**src/hdl/rob_pkg.sv**
```systemverilog
package rob_pkg;

    // Buffer geometry
    localparam int ROB_DEPTH = 16;
    localparam int TAG_W     = 4;                   // log2 of ROB_DEPTH
    localparam int NUM_WB    = 3;                   // 0 ALU, 1 mul/div, 2 load/store
    localparam int XLEN      = 32;

    // Instruction word fields used at retire
    localparam int RD_LSB     = 7;
    localparam int RD_W       = 5;
    localparam int FUNCT3_LSB = 12;
    localparam int FUNCT3_W   = 3;

    typedef logic [TAG_W-1:0] tag_t;                // Entry index, also the tag
    typedef logic [1:0]       cause_t;

    // Exception cause codes
    localparam cause_t CAUSE_NONE    = 2'd0;
    localparam cause_t CAUSE_DIV     = 2'd1;
    localparam cause_t CAUSE_LOAD    = 2'd2;
    localparam cause_t CAUSE_ILLEGAL = 2'd3;

    // Cause raised by each writeback port, none means the port cannot trap
    localparam cause_t WB_CAUSE [NUM_WB] = '{CAUSE_NONE, CAUSE_DIV, CAUSE_LOAD};

endpackage

```
**src/hdl/rob_commit.sv**
```systemverilog
`timescale 1ns/1ps

module rob_commit (
    input  logic                                            clk,
    input  logic                                            rst,
    input  logic [rob_pkg::ROB_DEPTH-1:0]                   slot_valid,
    input  logic [rob_pkg::ROB_DEPTH-1:0]                   slot_ready,
    input  logic [rob_pkg::ROB_DEPTH-1:0]                   slot_exc,
    input  rob_pkg::cause_t [rob_pkg::ROB_DEPTH-1:0]        slot_cause,
    input  logic [rob_pkg::ROB_DEPTH-1:0]                   slot_mret,
    input  logic [rob_pkg::ROB_DEPTH-1:0]                   slot_reg_write,
    input  logic [rob_pkg::ROB_DEPTH-1:0]                   slot_mem_write,
    input  logic [rob_pkg::ROB_DEPTH-1:0][rob_pkg::RD_W-1:0] slot_rd,
    input  logic [rob_pkg::ROB_DEPTH-1:0][rob_pkg::FUNCT3_W-1:0] slot_funct3,
    input  logic [rob_pkg::ROB_DEPTH-1:0][rob_pkg::XLEN-1:0] slot_pc,
    input  logic [rob_pkg::ROB_DEPTH-1:0][rob_pkg::XLEN-1:0] slot_value,
    output logic [rob_pkg::ROB_DEPTH-1:0]                   retire,
    output logic                                            flush_all,
    output logic                                            retire_pulse,
    output rob_pkg::tag_t                                   head_tag,
    output logic                                            commit_valid,
    output rob_pkg::tag_t                                   commit_tag,
    output logic [rob_pkg::XLEN-1:0]                        commit_pc,
    output logic [rob_pkg::XLEN-1:0]                        commit_value,
    output logic [rob_pkg::RD_W-1:0]                        commit_rd,
    output logic [rob_pkg::FUNCT3_W-1:0]                    commit_funct3,
    output logic                                            commit_reg_write,
    output logic                                            commit_mem_write,
    output logic                                            mret_sig,
    output logic                                            exception_sig,
    output rob_pkg::cause_t                                 exception_cause,
    output logic [rob_pkg::XLEN-1:0]                        epc
);
    import rob_pkg::*;

    tag_t head;
    logic head_done;                                // Head valid and ready
    logic do_commit;
    logic do_mret;

    assign head_tag     = head;
    assign head_done    = slot_valid[head] & slot_ready[head];
    assign flush_all    = head_done & slot_exc[head];
    assign retire_pulse = head_done & ~slot_exc[head];
    assign do_mret      = retire_pulse & slot_mret[head];
    assign do_commit    = retire_pulse & ~slot_mret[head];

    always_comb begin
        retire = '0;
        retire[head] = retire_pulse;
    end

    always_ff @(posedge clk) begin
        if (rst) begin
            head             <= '0;
            commit_valid     <= 1'b0;
            commit_reg_write <= 1'b0;
            commit_mem_write <= 1'b0;
            mret_sig         <= 1'b0;
            exception_sig    <= 1'b0;
        end else begin
            commit_valid     <= do_commit;
            commit_reg_write <= do_commit & slot_reg_write[head];   // Only on a real retire
            commit_mem_write <= do_commit & slot_mem_write[head];
            mret_sig         <= do_mret;
            exception_sig    <= flush_all;
            if (flush_all) begin
                head <= '0;
            end else if (retire_pulse) begin
                head <= head + tag_t'(1);
            end
        end
    end

    // Result payload, qualified by the strobes above
    always_ff @(posedge clk) begin
        commit_tag      <= head;
        commit_pc       <= slot_pc[head];
        commit_value    <= slot_value[head];
        commit_rd       <= slot_rd[head];
        commit_funct3   <= slot_funct3[head];
        exception_cause <= slot_cause[head];
        epc             <= slot_pc[head];
    end

    // A trap leaves every slot empty
    a_trap_empties_slots : assert property (
        @(posedge clk) disable iff (rst) exception_sig |-> (slot_valid == '0)
    );

endmodule

```
**src/hdl/rob_dispatch.sv**
```systemverilog
`timescale 1ns/1ps

module rob_dispatch (
    input  logic                          clk,
    input  logic                          rst,
    input  logic                          disp_valid,
    input  logic                          br_valid,
    input  logic                          br_mispredict,
    input  rob_pkg::tag_t                 br_tag,
    input  logic                          retire_pulse,
    input  logic                          flush_all,
    output logic [rob_pkg::ROB_DEPTH-1:0] alloc,
    output logic [rob_pkg::ROB_DEPTH-1:0] squash,
    output rob_pkg::tag_t                 disp_tag,
    output logic                          rob_full
);
    import rob_pkg::*;

    tag_t           tail;
    tag_t           head;                           // Shadow of the commit head
    logic [TAG_W:0] count;                          // Occupied entries, 0 to ROB_DEPTH
    logic           mispredict;
    logic           accept;
    tag_t           br_age;                         // Branch distance from head

    assign mispredict = br_valid & br_mispredict;
    assign rob_full   = (count == (TAG_W+1)'(ROB_DEPTH));
    assign accept     = disp_valid & ~rob_full & ~mispredict & ~flush_all;
    assign disp_tag   = tail;
    assign br_age     = br_tag - head;

    always_comb begin
        tag_t age;
        alloc  = '0;
        squash = '0;
        if (accept) begin
            alloc[tail] = 1'b1;
        end
        // Younger than the branch and still inside the occupied window
        for (int i = 0; i < ROB_DEPTH; i++) begin
            age       = tag_t'(i) - head;
            squash[i] = mispredict && (age > br_age) && ({1'b0, age} < count);
        end
    end

    always_ff @(posedge clk) begin
        if (rst || flush_all) begin
            tail  <= '0;
            head  <= '0;
            count <= '0;
        end else begin
            if (retire_pulse) begin
                head <= head + tag_t'(1);
            end
            if (mispredict) begin
                tail  <= br_tag + tag_t'(1);        // Refill right after the branch
                count <= {1'b0, br_age} + (TAG_W+1)'(1) - (TAG_W+1)'(retire_pulse);
            end else begin
                if (accept) begin
                    tail <= tail + tag_t'(1);
                end
                count <= count + (TAG_W+1)'(accept) - (TAG_W+1)'(retire_pulse);
            end
        end
    end

    // Occupancy stays in range and matches the pointer distance
    a_count_tracks_pointers : assert property (
        @(posedge clk) disable iff (rst)
        (count <= (TAG_W+1)'(ROB_DEPTH)) && (tail - head == tag_t'(count))
    );

endmodule

```
**src/hdl/rob_slot.sv**
```systemverilog
`timescale 1ns/1ps

module rob_slot #(
    parameter rob_pkg::tag_t SLOT_IDX = '0
) (
    input  logic                                        clk,
    input  logic                                        rst,
    input  logic                                        alloc,
    input  logic                                        squash,
    input  logic                                        retire,
    input  logic                                        flush_all,
    input  logic [rob_pkg::XLEN-1:0]                    disp_inst,
    input  logic [rob_pkg::XLEN-1:0]                    disp_pc,
    input  logic                                        disp_reg_write,
    input  logic                                        disp_mem_write,
    input  logic                                        disp_mret,
    input  logic                                        disp_exception,
    input  logic [rob_pkg::NUM_WB-1:0]                  wb_valid,
    input  rob_pkg::tag_t [rob_pkg::NUM_WB-1:0]         wb_tag,
    input  logic [rob_pkg::NUM_WB-1:0][rob_pkg::XLEN-1:0] wb_value,
    input  logic [rob_pkg::NUM_WB-1:0]                  wb_exc,
    input  logic                                        br_valid,
    input  rob_pkg::tag_t                               br_tag,
    input  logic [rob_pkg::XLEN-1:0]                    br_target,
    output logic                                        slot_valid,
    output logic                                        slot_ready,
    output logic                                        slot_exc,
    output logic                                        slot_mret,
    output logic                                        slot_reg_write,
    output logic                                        slot_mem_write,
    output rob_pkg::cause_t                             slot_cause,
    output logic [rob_pkg::RD_W-1:0]                    slot_rd,
    output logic [rob_pkg::FUNCT3_W-1:0]                slot_funct3,
    output logic [rob_pkg::XLEN-1:0]                    slot_pc,
    output logic [rob_pkg::XLEN-1:0]                    slot_value
);
    import rob_pkg::*;

    logic [NUM_WB-1:0] wb_hit;
    logic              br_hit;

    always_comb begin
        for (int p = 0; p < NUM_WB; p++) begin
            wb_hit[p] = wb_valid[p] && (wb_tag[p] == SLOT_IDX);
        end
    end

    assign br_hit = br_valid && (br_tag == SLOT_IDX);

    always_ff @(posedge clk) begin
        if (rst || flush_all || squash || retire) begin
            slot_valid <= 1'b0;
            slot_ready <= 1'b0;
            slot_exc   <= 1'b0;
        end else if (slot_valid) begin
            for (int p = 0; p < NUM_WB; p++) begin
                if (wb_hit[p]) begin
                    slot_ready <= 1'b1;
                    slot_value <= wb_value[p];
                    if (wb_exc[p] && WB_CAUSE[p] != CAUSE_NONE) begin
                        slot_exc   <= 1'b1;
                        slot_cause <= WB_CAUSE[p];
                    end
                end
            end
            if (br_hit) begin
                slot_ready <= 1'b1;
                slot_value <= br_target;            // Resolved target as result
            end
        end else if (alloc) begin
            slot_valid     <= 1'b1;
            slot_ready     <= disp_exception | disp_mret;   // Nothing to wait for
            slot_exc       <= disp_exception;
            slot_cause     <= disp_exception ? CAUSE_ILLEGAL : CAUSE_NONE;
            slot_mret      <= disp_mret;
            slot_reg_write <= disp_reg_write;
            slot_mem_write <= disp_mem_write;
            slot_rd        <= disp_inst[RD_LSB +: RD_W];
            slot_funct3    <= disp_inst[FUNCT3_LSB +: FUNCT3_W];
            slot_pc        <= disp_pc;
            slot_value     <= '0;
        end
    end

    a_wb_to_live_slot : assert property (
        @(posedge clk) disable iff (rst) !slot_valid |-> (wb_hit == '0)
    );

endmodule

```
**src/hdl/rob_top.sv**
```systemverilog
`timescale 1ns/1ps

module rob_top (
    input  logic                                          clk,
    input  logic                                          rst,
    input  logic                                          disp_valid,
    input  logic [rob_pkg::XLEN-1:0]                      disp_inst,
    input  logic [rob_pkg::XLEN-1:0]                      disp_pc,
    input  logic                                          disp_reg_write,
    input  logic                                          disp_mem_write,
    input  logic                                          disp_mret,
    input  logic                                          disp_exception,
    output rob_pkg::tag_t                                 disp_tag,
    output logic                                          rob_full,
    input  logic [rob_pkg::NUM_WB-1:0]                    wb_valid,
    input  rob_pkg::tag_t [rob_pkg::NUM_WB-1:0]           wb_tag,
    input  logic [rob_pkg::NUM_WB-1:0][rob_pkg::XLEN-1:0] wb_value,
    input  logic [rob_pkg::NUM_WB-1:0]                    wb_exc,
    input  logic                                          br_valid,
    input  rob_pkg::tag_t                                 br_tag,
    input  logic [rob_pkg::XLEN-1:0]                      br_target,
    input  logic                                          br_mispredict,
    output logic                                          commit_valid,
    output rob_pkg::tag_t                                 commit_tag,
    output logic [rob_pkg::XLEN-1:0]                      commit_pc,
    output logic [rob_pkg::XLEN-1:0]                      commit_value,
    output logic [rob_pkg::RD_W-1:0]                      commit_rd,
    output logic [rob_pkg::FUNCT3_W-1:0]                  commit_funct3,
    output logic                                          commit_reg_write,
    output logic                                          commit_mem_write,
    output logic                                          mret_sig,
    output logic                                          exception_sig,
    output rob_pkg::cause_t                               exception_cause,
    output logic [rob_pkg::XLEN-1:0]                      epc
);
    import rob_pkg::*;

    logic [ROB_DEPTH-1:0]               alloc;
    logic [ROB_DEPTH-1:0]               squash;
    logic [ROB_DEPTH-1:0]               retire;
    logic                               flush_all;
    logic                               retire_pulse;
    logic [ROB_DEPTH-1:0]               slot_valid;
    logic [ROB_DEPTH-1:0]               slot_ready;
    logic [ROB_DEPTH-1:0]               slot_exc;
    logic [ROB_DEPTH-1:0]               slot_mret;
    logic [ROB_DEPTH-1:0]               slot_reg_write;
    logic [ROB_DEPTH-1:0]               slot_mem_write;
    cause_t [ROB_DEPTH-1:0]             slot_cause;
    logic [ROB_DEPTH-1:0][RD_W-1:0]     slot_rd;
    logic [ROB_DEPTH-1:0][FUNCT3_W-1:0] slot_funct3;
    logic [ROB_DEPTH-1:0][XLEN-1:0]     slot_pc;
    logic [ROB_DEPTH-1:0][XLEN-1:0]     slot_value;

    rob_dispatch u_dispatch (
        .clk, .rst, .disp_valid, .br_valid, .br_mispredict, .br_tag,
        .retire_pulse, .flush_all, .alloc, .squash, .disp_tag, .rob_full
    );

    for (genvar i = 0; i < ROB_DEPTH; i++) begin : g_slot
        rob_slot #(.SLOT_IDX(tag_t'(i))) u_slot (
            .clk, .rst,
            .alloc          (alloc[i]),
            .squash         (squash[i]),
            .retire         (retire[i]),
            .flush_all,
            .disp_inst, .disp_pc, .disp_reg_write, .disp_mem_write,
            .disp_mret, .disp_exception,
            .wb_valid, .wb_tag, .wb_value, .wb_exc,
            .br_valid, .br_tag, .br_target,
            .slot_valid     (slot_valid[i]),
            .slot_ready     (slot_ready[i]),
            .slot_exc       (slot_exc[i]),
            .slot_mret      (slot_mret[i]),
            .slot_reg_write (slot_reg_write[i]),
            .slot_mem_write (slot_mem_write[i]),
            .slot_cause     (slot_cause[i]),
            .slot_rd        (slot_rd[i]),
            .slot_funct3    (slot_funct3[i]),
            .slot_pc        (slot_pc[i]),
            .slot_value     (slot_value[i])
        );
    end

    rob_commit u_commit (
        .clk, .rst,
        .slot_valid, .slot_ready, .slot_exc, .slot_cause, .slot_mret,
        .slot_reg_write, .slot_mem_write, .slot_rd, .slot_funct3, .slot_pc, .slot_value,
        .retire, .flush_all, .retire_pulse, .head_tag (),
        .commit_valid, .commit_tag, .commit_pc, .commit_value, .commit_rd,
        .commit_funct3, .commit_reg_write, .commit_mem_write,
        .mret_sig, .exception_sig, .exception_cause, .epc
    );

endmodule

```
**config.mk**
```make
export PLATFORM = sky130hd
export DESIGN_NAME = rob_top
export DESIGN_NICKNAME = d
export VERILOG_FILES = /design/src/hdl/rob_pkg.sv /design/src/hdl/rob_commit.sv /design/src/hdl/rob_dispatch.sv /design/src/hdl/rob_slot.sv /design/src/hdl/rob_top.sv
export SDC_FILE = /design/constraint.sdc
export NUM_CORES = 2
export LEC_CHECK = 0
export BUFFER_PORTS_ARGS = -buffer_cell sky130_fd_sc_hd__buf_2
export CAP_MARGIN = 20
export CORE_ASPECT_RATIO = 1.1
export CORE_MARGIN = 1.5
export CORE_UTILIZATION = 35
export CTS_BUF_LIST = sky130_fd_sc_hd__clkbuf_8 sky130_fd_sc_hd__clkbuf_16
export DETAILED_ROUTE_END_ITERATION = 8
export PLACE_DENSITY = 0.48
export SLEW_MARGIN = 20
export SYNTH_ARGS = -nofsm -noshare
export SYNTH_HDL_FRONTEND = slang
export SYNTH_SLANG_ARGS = --single-unit
```
**constraint.sdc**
```tcl
create_clock -name clk -period 16.9 [get_ports clk]
set_input_delay 1.69 -clock clk [delete_from_list [all_inputs] [get_ports clk]]
set_output_delay 1.69 -clock clk [all_outputs]
set_load 0.01 [all_outputs]
```
# == Word level (Yosys, flattened, before mapping) ==
# Cells that the tools add are included.
# totals
mem_bits_rw,0
output_inout_bits,120
reg_bits,1380
romBits,0
wordCells,1043
n_memories,0
inputBits,223
latch_bits,0
# classes
n_reduce_logical,217
magnitude_cmp,36
bitwise,50
eq_ne,77
div,0
n_addsub,25
mux,447
n_shift,0
n_mul,0
# op_table
cell,n
$mux 32,98
$bmux 32 s4,2
$mux 1,232
$mux 2,98
$eq 4x4->1 const B,32
$logic_and 1x1->1,98
$reduce_and 3->1,32
$lt 4x5->1,16
$ne 5x5->1 const B,16
$eq 4x3->1 const B,16
$gt 4x4->1,16
$reduce_and 2->1,32
$not 1->1,37
$reduce_bool 2->1,17
$logic_or 1x1->1,33
$eq 4x2->1 const B,8
$sub 4x4->4 const A,8
$bmux 1 s4,6
$bmux 5 s4,1
$add 4x1->4 const B,4
$and 16x16->16,1
$eq 4x1->1 const B,4
$logic_not 4->1,4
$mux 16,1
19 further kinds,40

# == Longest topological paths before layout ==
# logic_depth
ltp_word,9
ltp_mapped,18
depth_no_buf,15

# == Cells and area by module ==
# From an unflattened synthesis, not the netlist that was laid out.
# unflattened
cells_unflattened,4878
area_unflattened_um2,72430.7
# modules_own_cells
mod,cells_per_inst,seq_area_each_um2,n_inst,area_per_inst_um2
rob_slot (g_slot[10].u_slot ...),251,2372.3,4,3658.5
rob_commit,668,1741.7,1,11860.1
rob_slot (g_slot[11].u_slot ...),257,2372.3,2,3838.7
rob_slot (g_slot[13].u_slot ...),226,2372.3,2,3558.4
rob_slot (g_slot[1].u_slot ...),227,2372.3,2,3540.9
rob_slot (g_slot[4].u_slot ...),228,2372.3,2,3487.1
rob_slot (g_slot[15].u_slot),256,2372.3,1,3696.0
rob_slot (g_slot[0].u_slot),227,2372.3,1,3520.9
rob_slot (g_slot[3].u_slot),230,2372.3,1,3509.6
rob_slot (g_slot[12].u_slot),249,2372.3,1,3499.6
rob_dispatch,368,260.2,1,2860.2

# == Worst setup path after synthesis ==
# Ideal clock, no wire load.
# synth_timing
kind,input-to-reg
start,in br_tag[0]
end,"reg g_slot[4].u_slot.slot_funct3[0] in the netlist's numbering, enable pin"
setup_time_ps,551
path_stages,14
required_ps,16349
t_arrival_ps,8568
setup_slack_ps,7781
n_path_buf,1
cell_sequence,clkbuf_1 -> inv_1 -> ha_1 -> inv_1 -> fa_1 -> xor2_1 -> inv_1 -> ha_1 -> o21a_1 -> o21ai_0 -> maj3_1 -> a211oi_1 -> a311o_1 -> nor4bb_1
# synth_between
elab_chain_len,8
# synth_rtl
element,line,text
from (decl),rob_top.sv:20,"input rob_pkg::tag_t br_tag,"
$sub 4x4->4,rob_dispatch.sv:30,assign br_age = br_tag - head;
$gt 4x4->1,rob_dispatch.sv:42,"squash[i] = mispredict && (age > br_age) && ({1'b0, age} < count);"
$logic_and 1x1->1 (2 in a row),rob_dispatch.sv:42,
$logic_or 1x1->1 (2 in a row),rob_slot.sv:51,if (rst || flush_all || squash || retire) begin
$not 1->1 (no line),n/a,
$reduce_and 3->1 (no line),n/a,
to (signal assigned),rob_slot.sv:79,slot_funct3 <= disp_inst[FUNCT3_LSB +: FUNCT3_W];
to (decl),rob_slot.sv:33,"output logic [rob_pkg::FUNCT3_W-1:0] slot_funct3,"
# No other way between the ends.
# A chain may end at the register's enable or synchronous reset.

# == Final worst setup path ==
# layout_timing
start,"reg u_commit.head[0], in the netlist u_commit.head_tag[0]"
end,"reg g_slot[2].u_slot.slot_value[31] in the netlist's numbering, enable pin"
# layout_between
elab_chain_len,9
word_cells_on_any_way,25
classes_between,order compare: 2; mux: 9; bitwise: 8; reduce/logical: 6
# layout_rtl
element,line,text
from (decl),rob_commit.sv:36,tag_t head;
from (signal assigned),rob_commit.sv:70,head <= head + tag_t'(1);
$bmux 1 s4,rob_commit.sv:42,assign head_done = slot_valid[head] & slot_ready[head];
$mux 1 (implied by the code),rob_commit.sv:42,
$and 1x1->1,rob_commit.sv:42,
$and 1x1->1,rob_commit.sv:43,assign flush_all = head_done & slot_exc[head];
$not 1->1 or $logic_or 1x1->1 (tied branches),"rob_dispatch.sv:28, rob_slot.sv:51",
$and 1x1->1 or $logic_or 1x1->1 (tied branches),"rob_dispatch.sv:28, rob_slot.sv:51",
$mux 16 or $logic_or 1x1->1 (tied branches),"rob_dispatch.sv:36, rob_slot.sv:51",
$reduce_bool 2->1 (no line) or $not 1->1 (tied branches),n/a,
$reduce_and 3->1 (no line) *,n/a,
to (signal assigned),rob_slot.sv:59,slot_value <= wb_value[p];
to (signal assigned),rob_slot.sv:68,slot_value <= br_target;
to (decl),rob_slot.sv:35,output logic [rob_pkg::XLEN-1:0] slot_value
# Mark *: on every way between the ends. The rest lies on a longest branch, timed or not. The select of a mux whose other input is x is not followed.

==> results_dict.tcl <==
set metrics [dict create \
    whs_path_depth 2 \
    synth_area_per_cell_um2 12.49 \
    finalNetCount 6109 \
    finalMaxSlewViolations 0 \
    holdBufCountCts 0 \
    drv_cap 0 \
    postSynth.topFlopCell "sky130_fd_sc_hd__edfxtp_1" \
    ir_drop_mv 0.08934 \
    top_level_ports 343 \
    ys_types 75 \
    post-route-drc-count 0 \
    synth_area_in_compound_gates 0.1115 \
    multi_input_comb_area_um2 31160 \
    drt_pre_antenna_iters 6 \
    post-cts-setup-buffers 0 \
    number_of_global_route_vias_before_repair 50485 \
    worst-r2r-setup-slack_ns 10.21 \
    worstPathArrival_ns 7.14 \
    cp_max_fo 40 \
    power_density_nw_per_um2 100.1 \
    ctsRootBufferMaster "sky130_fd_sc_hd__clkbuf_16" \
    cp-start-kind "flop" \
    resized_after_cts 0 \
    fillers 19663 \
    period_minus_slack_ns 6.691 \
    worst_pin_slew_ns 1.248 \
    globalplace.congestion 0.8880 \
    core_area_um2 209000 \
    xor_xnor_share_of_the_synthesized_area 0.002740 \
    number_of_failing_setup_endpoints_in_the_final_timing_report 0 \
    grt_start_max_net_pins 115 \
    final_critical_path_setup_slack_ns 10.21 \
    async_flop_share 0 \
    hold-path-endpoint "g_slot[7].u_slot.slot_exc" \
    floorplan.rows 176 \
    final.setup_skew_ns 0.05526 \
    total_via_count_after_detailed_routing 51985 \
    wl_um 281600 \
    finalHoldWorstSlack_ns 0.4707 \
    postLayoutCellArea_um2 82980 \
    synth_top_family_by_area "multiplexers" \
    status "finished, final reports clean" \
    drtAntennaViolNets 0 \
    regToRegEndpoint "g_slot[2].u_slot.slot_value[31]" \
    critical_path.reg2reg.startpoint "u_commit.head_tag[0]" \
    cts_h_tree_depth 4 \
    tritoncts "yes" \
    ys_warn_count 0 \
    antenna_found_initial 81 \
    fmax_ghz 0.1495 \
    report.final.hold_viol_count 0 \
    ys_top_cells_by_area "sky130_fd_sc_hd__edfxtp_1 50%, sky130_fd_sc_hd__mux4_2 12%, sky130_fd_sc_hd__mux2i_1 7.1%" \
    timing.final.crit_share 0.3959 \
    req_time_crit_path_ns 17.35 \
    synthesis.nets 6180 \
    clk_transition_reported_paths_ns 0.06 \
    placed_cell_area_um2 77450 \
    vias_per_cell 5.949 \
    flow.area_growth_from_synthesis_pct 12.88 \
    power.static_leakage_uw 0.02574 \
    hold_path.startpoint "g_slot[7].u_slot.slot_exc" \
    clk-insertion-delay-late_ns 0.86 \
    synth_largest_type_area_fraction 0.5033 \
    worst_r2r_path_depth 9 \
    slew-limit-headroom 0.1677 \
    placed_cells 8413 \
    die-width_um 440.0 \
    die_height_um 483.7 \
    timing.critical_path.to_type "flop" \
    postSynthRegisterBits 1380 \
    starting_density 0.3518 \
    synth.yosys.seq_area_share 0.5436 \
    post_synth_inst_count 5886 \
    max_buffers_root_to_sink 3 \
    synth_adder_area_share 0.01338 \
    wl_per_cell_um 32.23 \
    yosys-mux-area-fraction 0.1935 \
    synth_area_um2 73510 \
    dpl_worst_slack_ns 9.670 \
    cts.sinks 1380 \
    rsz0062_at_grt "no" \
    tns_ns 0 \
    worstSetupPathType "flop to flop" \
    layoutNonFillerInstCount 8739 \
    hold_path_class "flop to flop" \
    sequential_cell_area_um2 39990 \
    synthDominantAreaCellType "sky130_fd_sc_hd__edfxtp_1" \
    cts_made_buffers 158 \
    synth_enable_flop_cells 1232 \
    dieArea_um2 212800 \
    grtUsageTotal 0.2601 \
    post_synth_and_or_nand_nor_area_fraction 0.09489 \
    io_buffer_count 317 \
    drtIter0Drc 5618 \
    final_layout_size_suffix_gt1_frac 0.2039 \
    grt_first_pass_wirelength_um 392200 \
    globalRoute.totalOverflow 0 \
    hpwl_um 152600 \
]
## sequential cells by signal (all words and copies together) (netlist names), 2 cells and up
| register | flops |
|---|---|
| g_slot.u_slot.slot_pc | 512 |
| g_slot.u_slot.slot_value | 512 |
| g_slot.u_slot.slot_rd | 80 |
| g_slot.u_slot.slot_funct3 | 48 |
| g_slot.u_slot.slot_cause | 32 |
| u_commit.commit_pc | 32 |
| u_commit.commit_value | 32 |
| g_slot.u_slot.slot_exc | 16 |
| g_slot.u_slot.slot_mem_write | 16 |
| g_slot.u_slot.slot_mret | 16 |
| g_slot.u_slot.slot_ready | 16 |
| g_slot.u_slot.slot_reg_write | 16 |
| g_slot.u_slot.slot_valid | 16 |
| u_commit.commit_rd | 5 |
| u_dispatch.count | 5 |
| u_commit.commit_tag | 4 |
| u_commit.head_tag | 4 |
| u_dispatch.disp_tag | 4 |
| u_dispatch.head | 4 |
| u_commit.commit_funct3 | 3 |
| u_commit.exception_cause | 2 |
## kinds of logic (layout without fill, tap and decap cells)
group,after synthesis,after routing
multiplexers,924,924
AO/OA/AOI/OAI,1275,1275
AND/OR/NAND/NOR,1459,1459
XOR/XNOR,23,23
buffers and inverters,746,809
adder cells (fa/ha/maj),79,79
other,0,31
flip-flops,1380,1380
## worst max path at each step
stage | from | endpoint | slack (ns) | cells after the start
floorplan | br_tag[0] | g_slot[4].u_slot.slot_funct3[0] | 7.78 | 14
global route | u_commit.head_tag[0] | g_slot[2].u_slot.slot_value[31] | 9.92 | 9
finish | u_commit.head_tag[0] | g_slot[2].u_slot.slot_value[31] | 10.21 | 9
detailed placement | br_tag[0] | g_slot[2].u_slot.slot_value[17] | 9.67 | 16
CTS | u_commit.head_tag[0] | g_slot[2].u_slot.slot_value[1] | 10.14 | 9
global placement | br_tag[0] | g_slot[2].u_slot.slot_value[19] | 9.70 | 16
## power by group
part           switching, µW  internal [µW]
sequential              37.4           3780
combinational            577            342
clock                   1530           2050
## area by class of cell
class                   count  area share
flip-flops and latches   1380      0.4819
diodes                     31   0.0009349
clock buffers             175     0.05047
inverters                  61    0.002759
well taps                2759     0.04160
clock inverters           119     0.01497
repair buffers            454     0.03182
multi-input cells        3760      0.3755
## critical path, cell delays in order (launching register included)
cell,delay (ns)
sky130_fd_sc_hd__dfxtp_4,0.97
sky130_fd_sc_hd__buf_4,0.89
sky130_fd_sc_hd__mux4_2,0.68
sky130_fd_sc_hd__a221oi_4,0.53
sky130_fd_sc_hd__or3_1,0.64
sky130_fd_sc_hd__nand2_4,0.35
sky130_fd_sc_hd__a311oi_1,0.40
sky130_fd_sc_hd__buf_4,0.22
sky130_fd_sc_hd__nor3b_2,0.86
sky130_fd_sc_hd__buf_4,0.72
## cell usage after synthesis, types with 6 or more instances
master                        n
sky130_fd_sc_hd__nor3b_1     13
sky130_fd_sc_hd__nand3_1     28
sky130_fd_sc_hd__or3b_2       7
sky130_fd_sc_hd__a21o_1      13
sky130_fd_sc_hd__nor3_1      31
sky130_fd_sc_hd__nor4_1      14
sky130_fd_sc_hd__o41ai_1      6
sky130_fd_sc_hd__o21bai_1     7
sky130_fd_sc_hd__o31ai_1      9
sky130_fd_sc_hd__o22ai_1      6
sky130_fd_sc_hd__a31o_2       6
sky130_fd_sc_hd__a21oi_1    569
sky130_fd_sc_hd__inv_1       54
sky130_fd_sc_hd__maj3_1       8
sky130_fd_sc_hd__buf_2       20
sky130_fd_sc_hd__xor2_1      10
sky130_fd_sc_hd__mux2i_1    522
sky130_fd_sc_hd__xnor2_1     13
sky130_fd_sc_hd__a211oi_1   530
sky130_fd_sc_hd__a221oi_1    13
sky130_fd_sc_hd__nand2_1     84
sky130_fd_sc_hd__o21ai_0     33
sky130_fd_sc_hd__nand3b_1    10
sky130_fd_sc_hd__mux4_2     397
sky130_fd_sc_hd__a221o_1      6
sky130_fd_sc_hd__nor2b_1    416
sky130_fd_sc_hd__a31oi_1     19
sky130_fd_sc_hd__dfxtp_1    148
sky130_fd_sc_hd__nor2_1     788
sky130_fd_sc_hd__buf_4       32
sky130_fd_sc_hd__buf_1      155
sky130_fd_sc_hd__edfxtp_1  1232
sky130_fd_sc_hd__a311o_1     10
sky130_fd_sc_hd__and3_1       9
sky130_fd_sc_hd__a22o_1       7
sky130_fd_sc_hd__clkbuf_1   473
sky130_fd_sc_hd__and2_1      10
sky130_fd_sc_hd__nand2b_1    19
sky130_fd_sc_hd__ha_1        69
## cells in the final DEF (no fill, tap or decap), types with 102 or more instances in the layout
cell type,count
sky130_fd_sc_hd__inv_1,102
sky130_fd_sc_hd__buf_4,135
sky130_fd_sc_hd__nor2_1,756
sky130_fd_sc_hd__edfxtp_1,1232
sky130_fd_sc_hd__dfxtp_1,132
sky130_fd_sc_hd__buf_2,317
sky130_fd_sc_hd__a21oi_1,567
sky130_fd_sc_hd__mux4_2,397
sky130_fd_sc_hd__mux2i_1,522
sky130_fd_sc_hd__clkbuf_16,158
sky130_fd_sc_hd__a211oi_1,530
sky130_fd_sc_hd__nor2b_1,412
## routing by layer
layer / track usage / wire, µm / part of all wire
met1: 0.3322 / 112000 / 0.40
met2: 0.4212 / 132700 / 0.47
met3: 0.05834 / 22990 / 0.082
met4: 0.1149 / 13500 / 0.048
met5: 0 / 448 / 0.0016
## per-stage QoR
stage	utilization	total power, µW
after floorplan	-	4467
after global placement	0.3706	4792
after detailed placement	0.3706	4807
after CTS	0.3966	8391
after global routing	0.3969	8589
final	0.3971	8310
No activity file was read; power rests on OpenSTA's default activity.
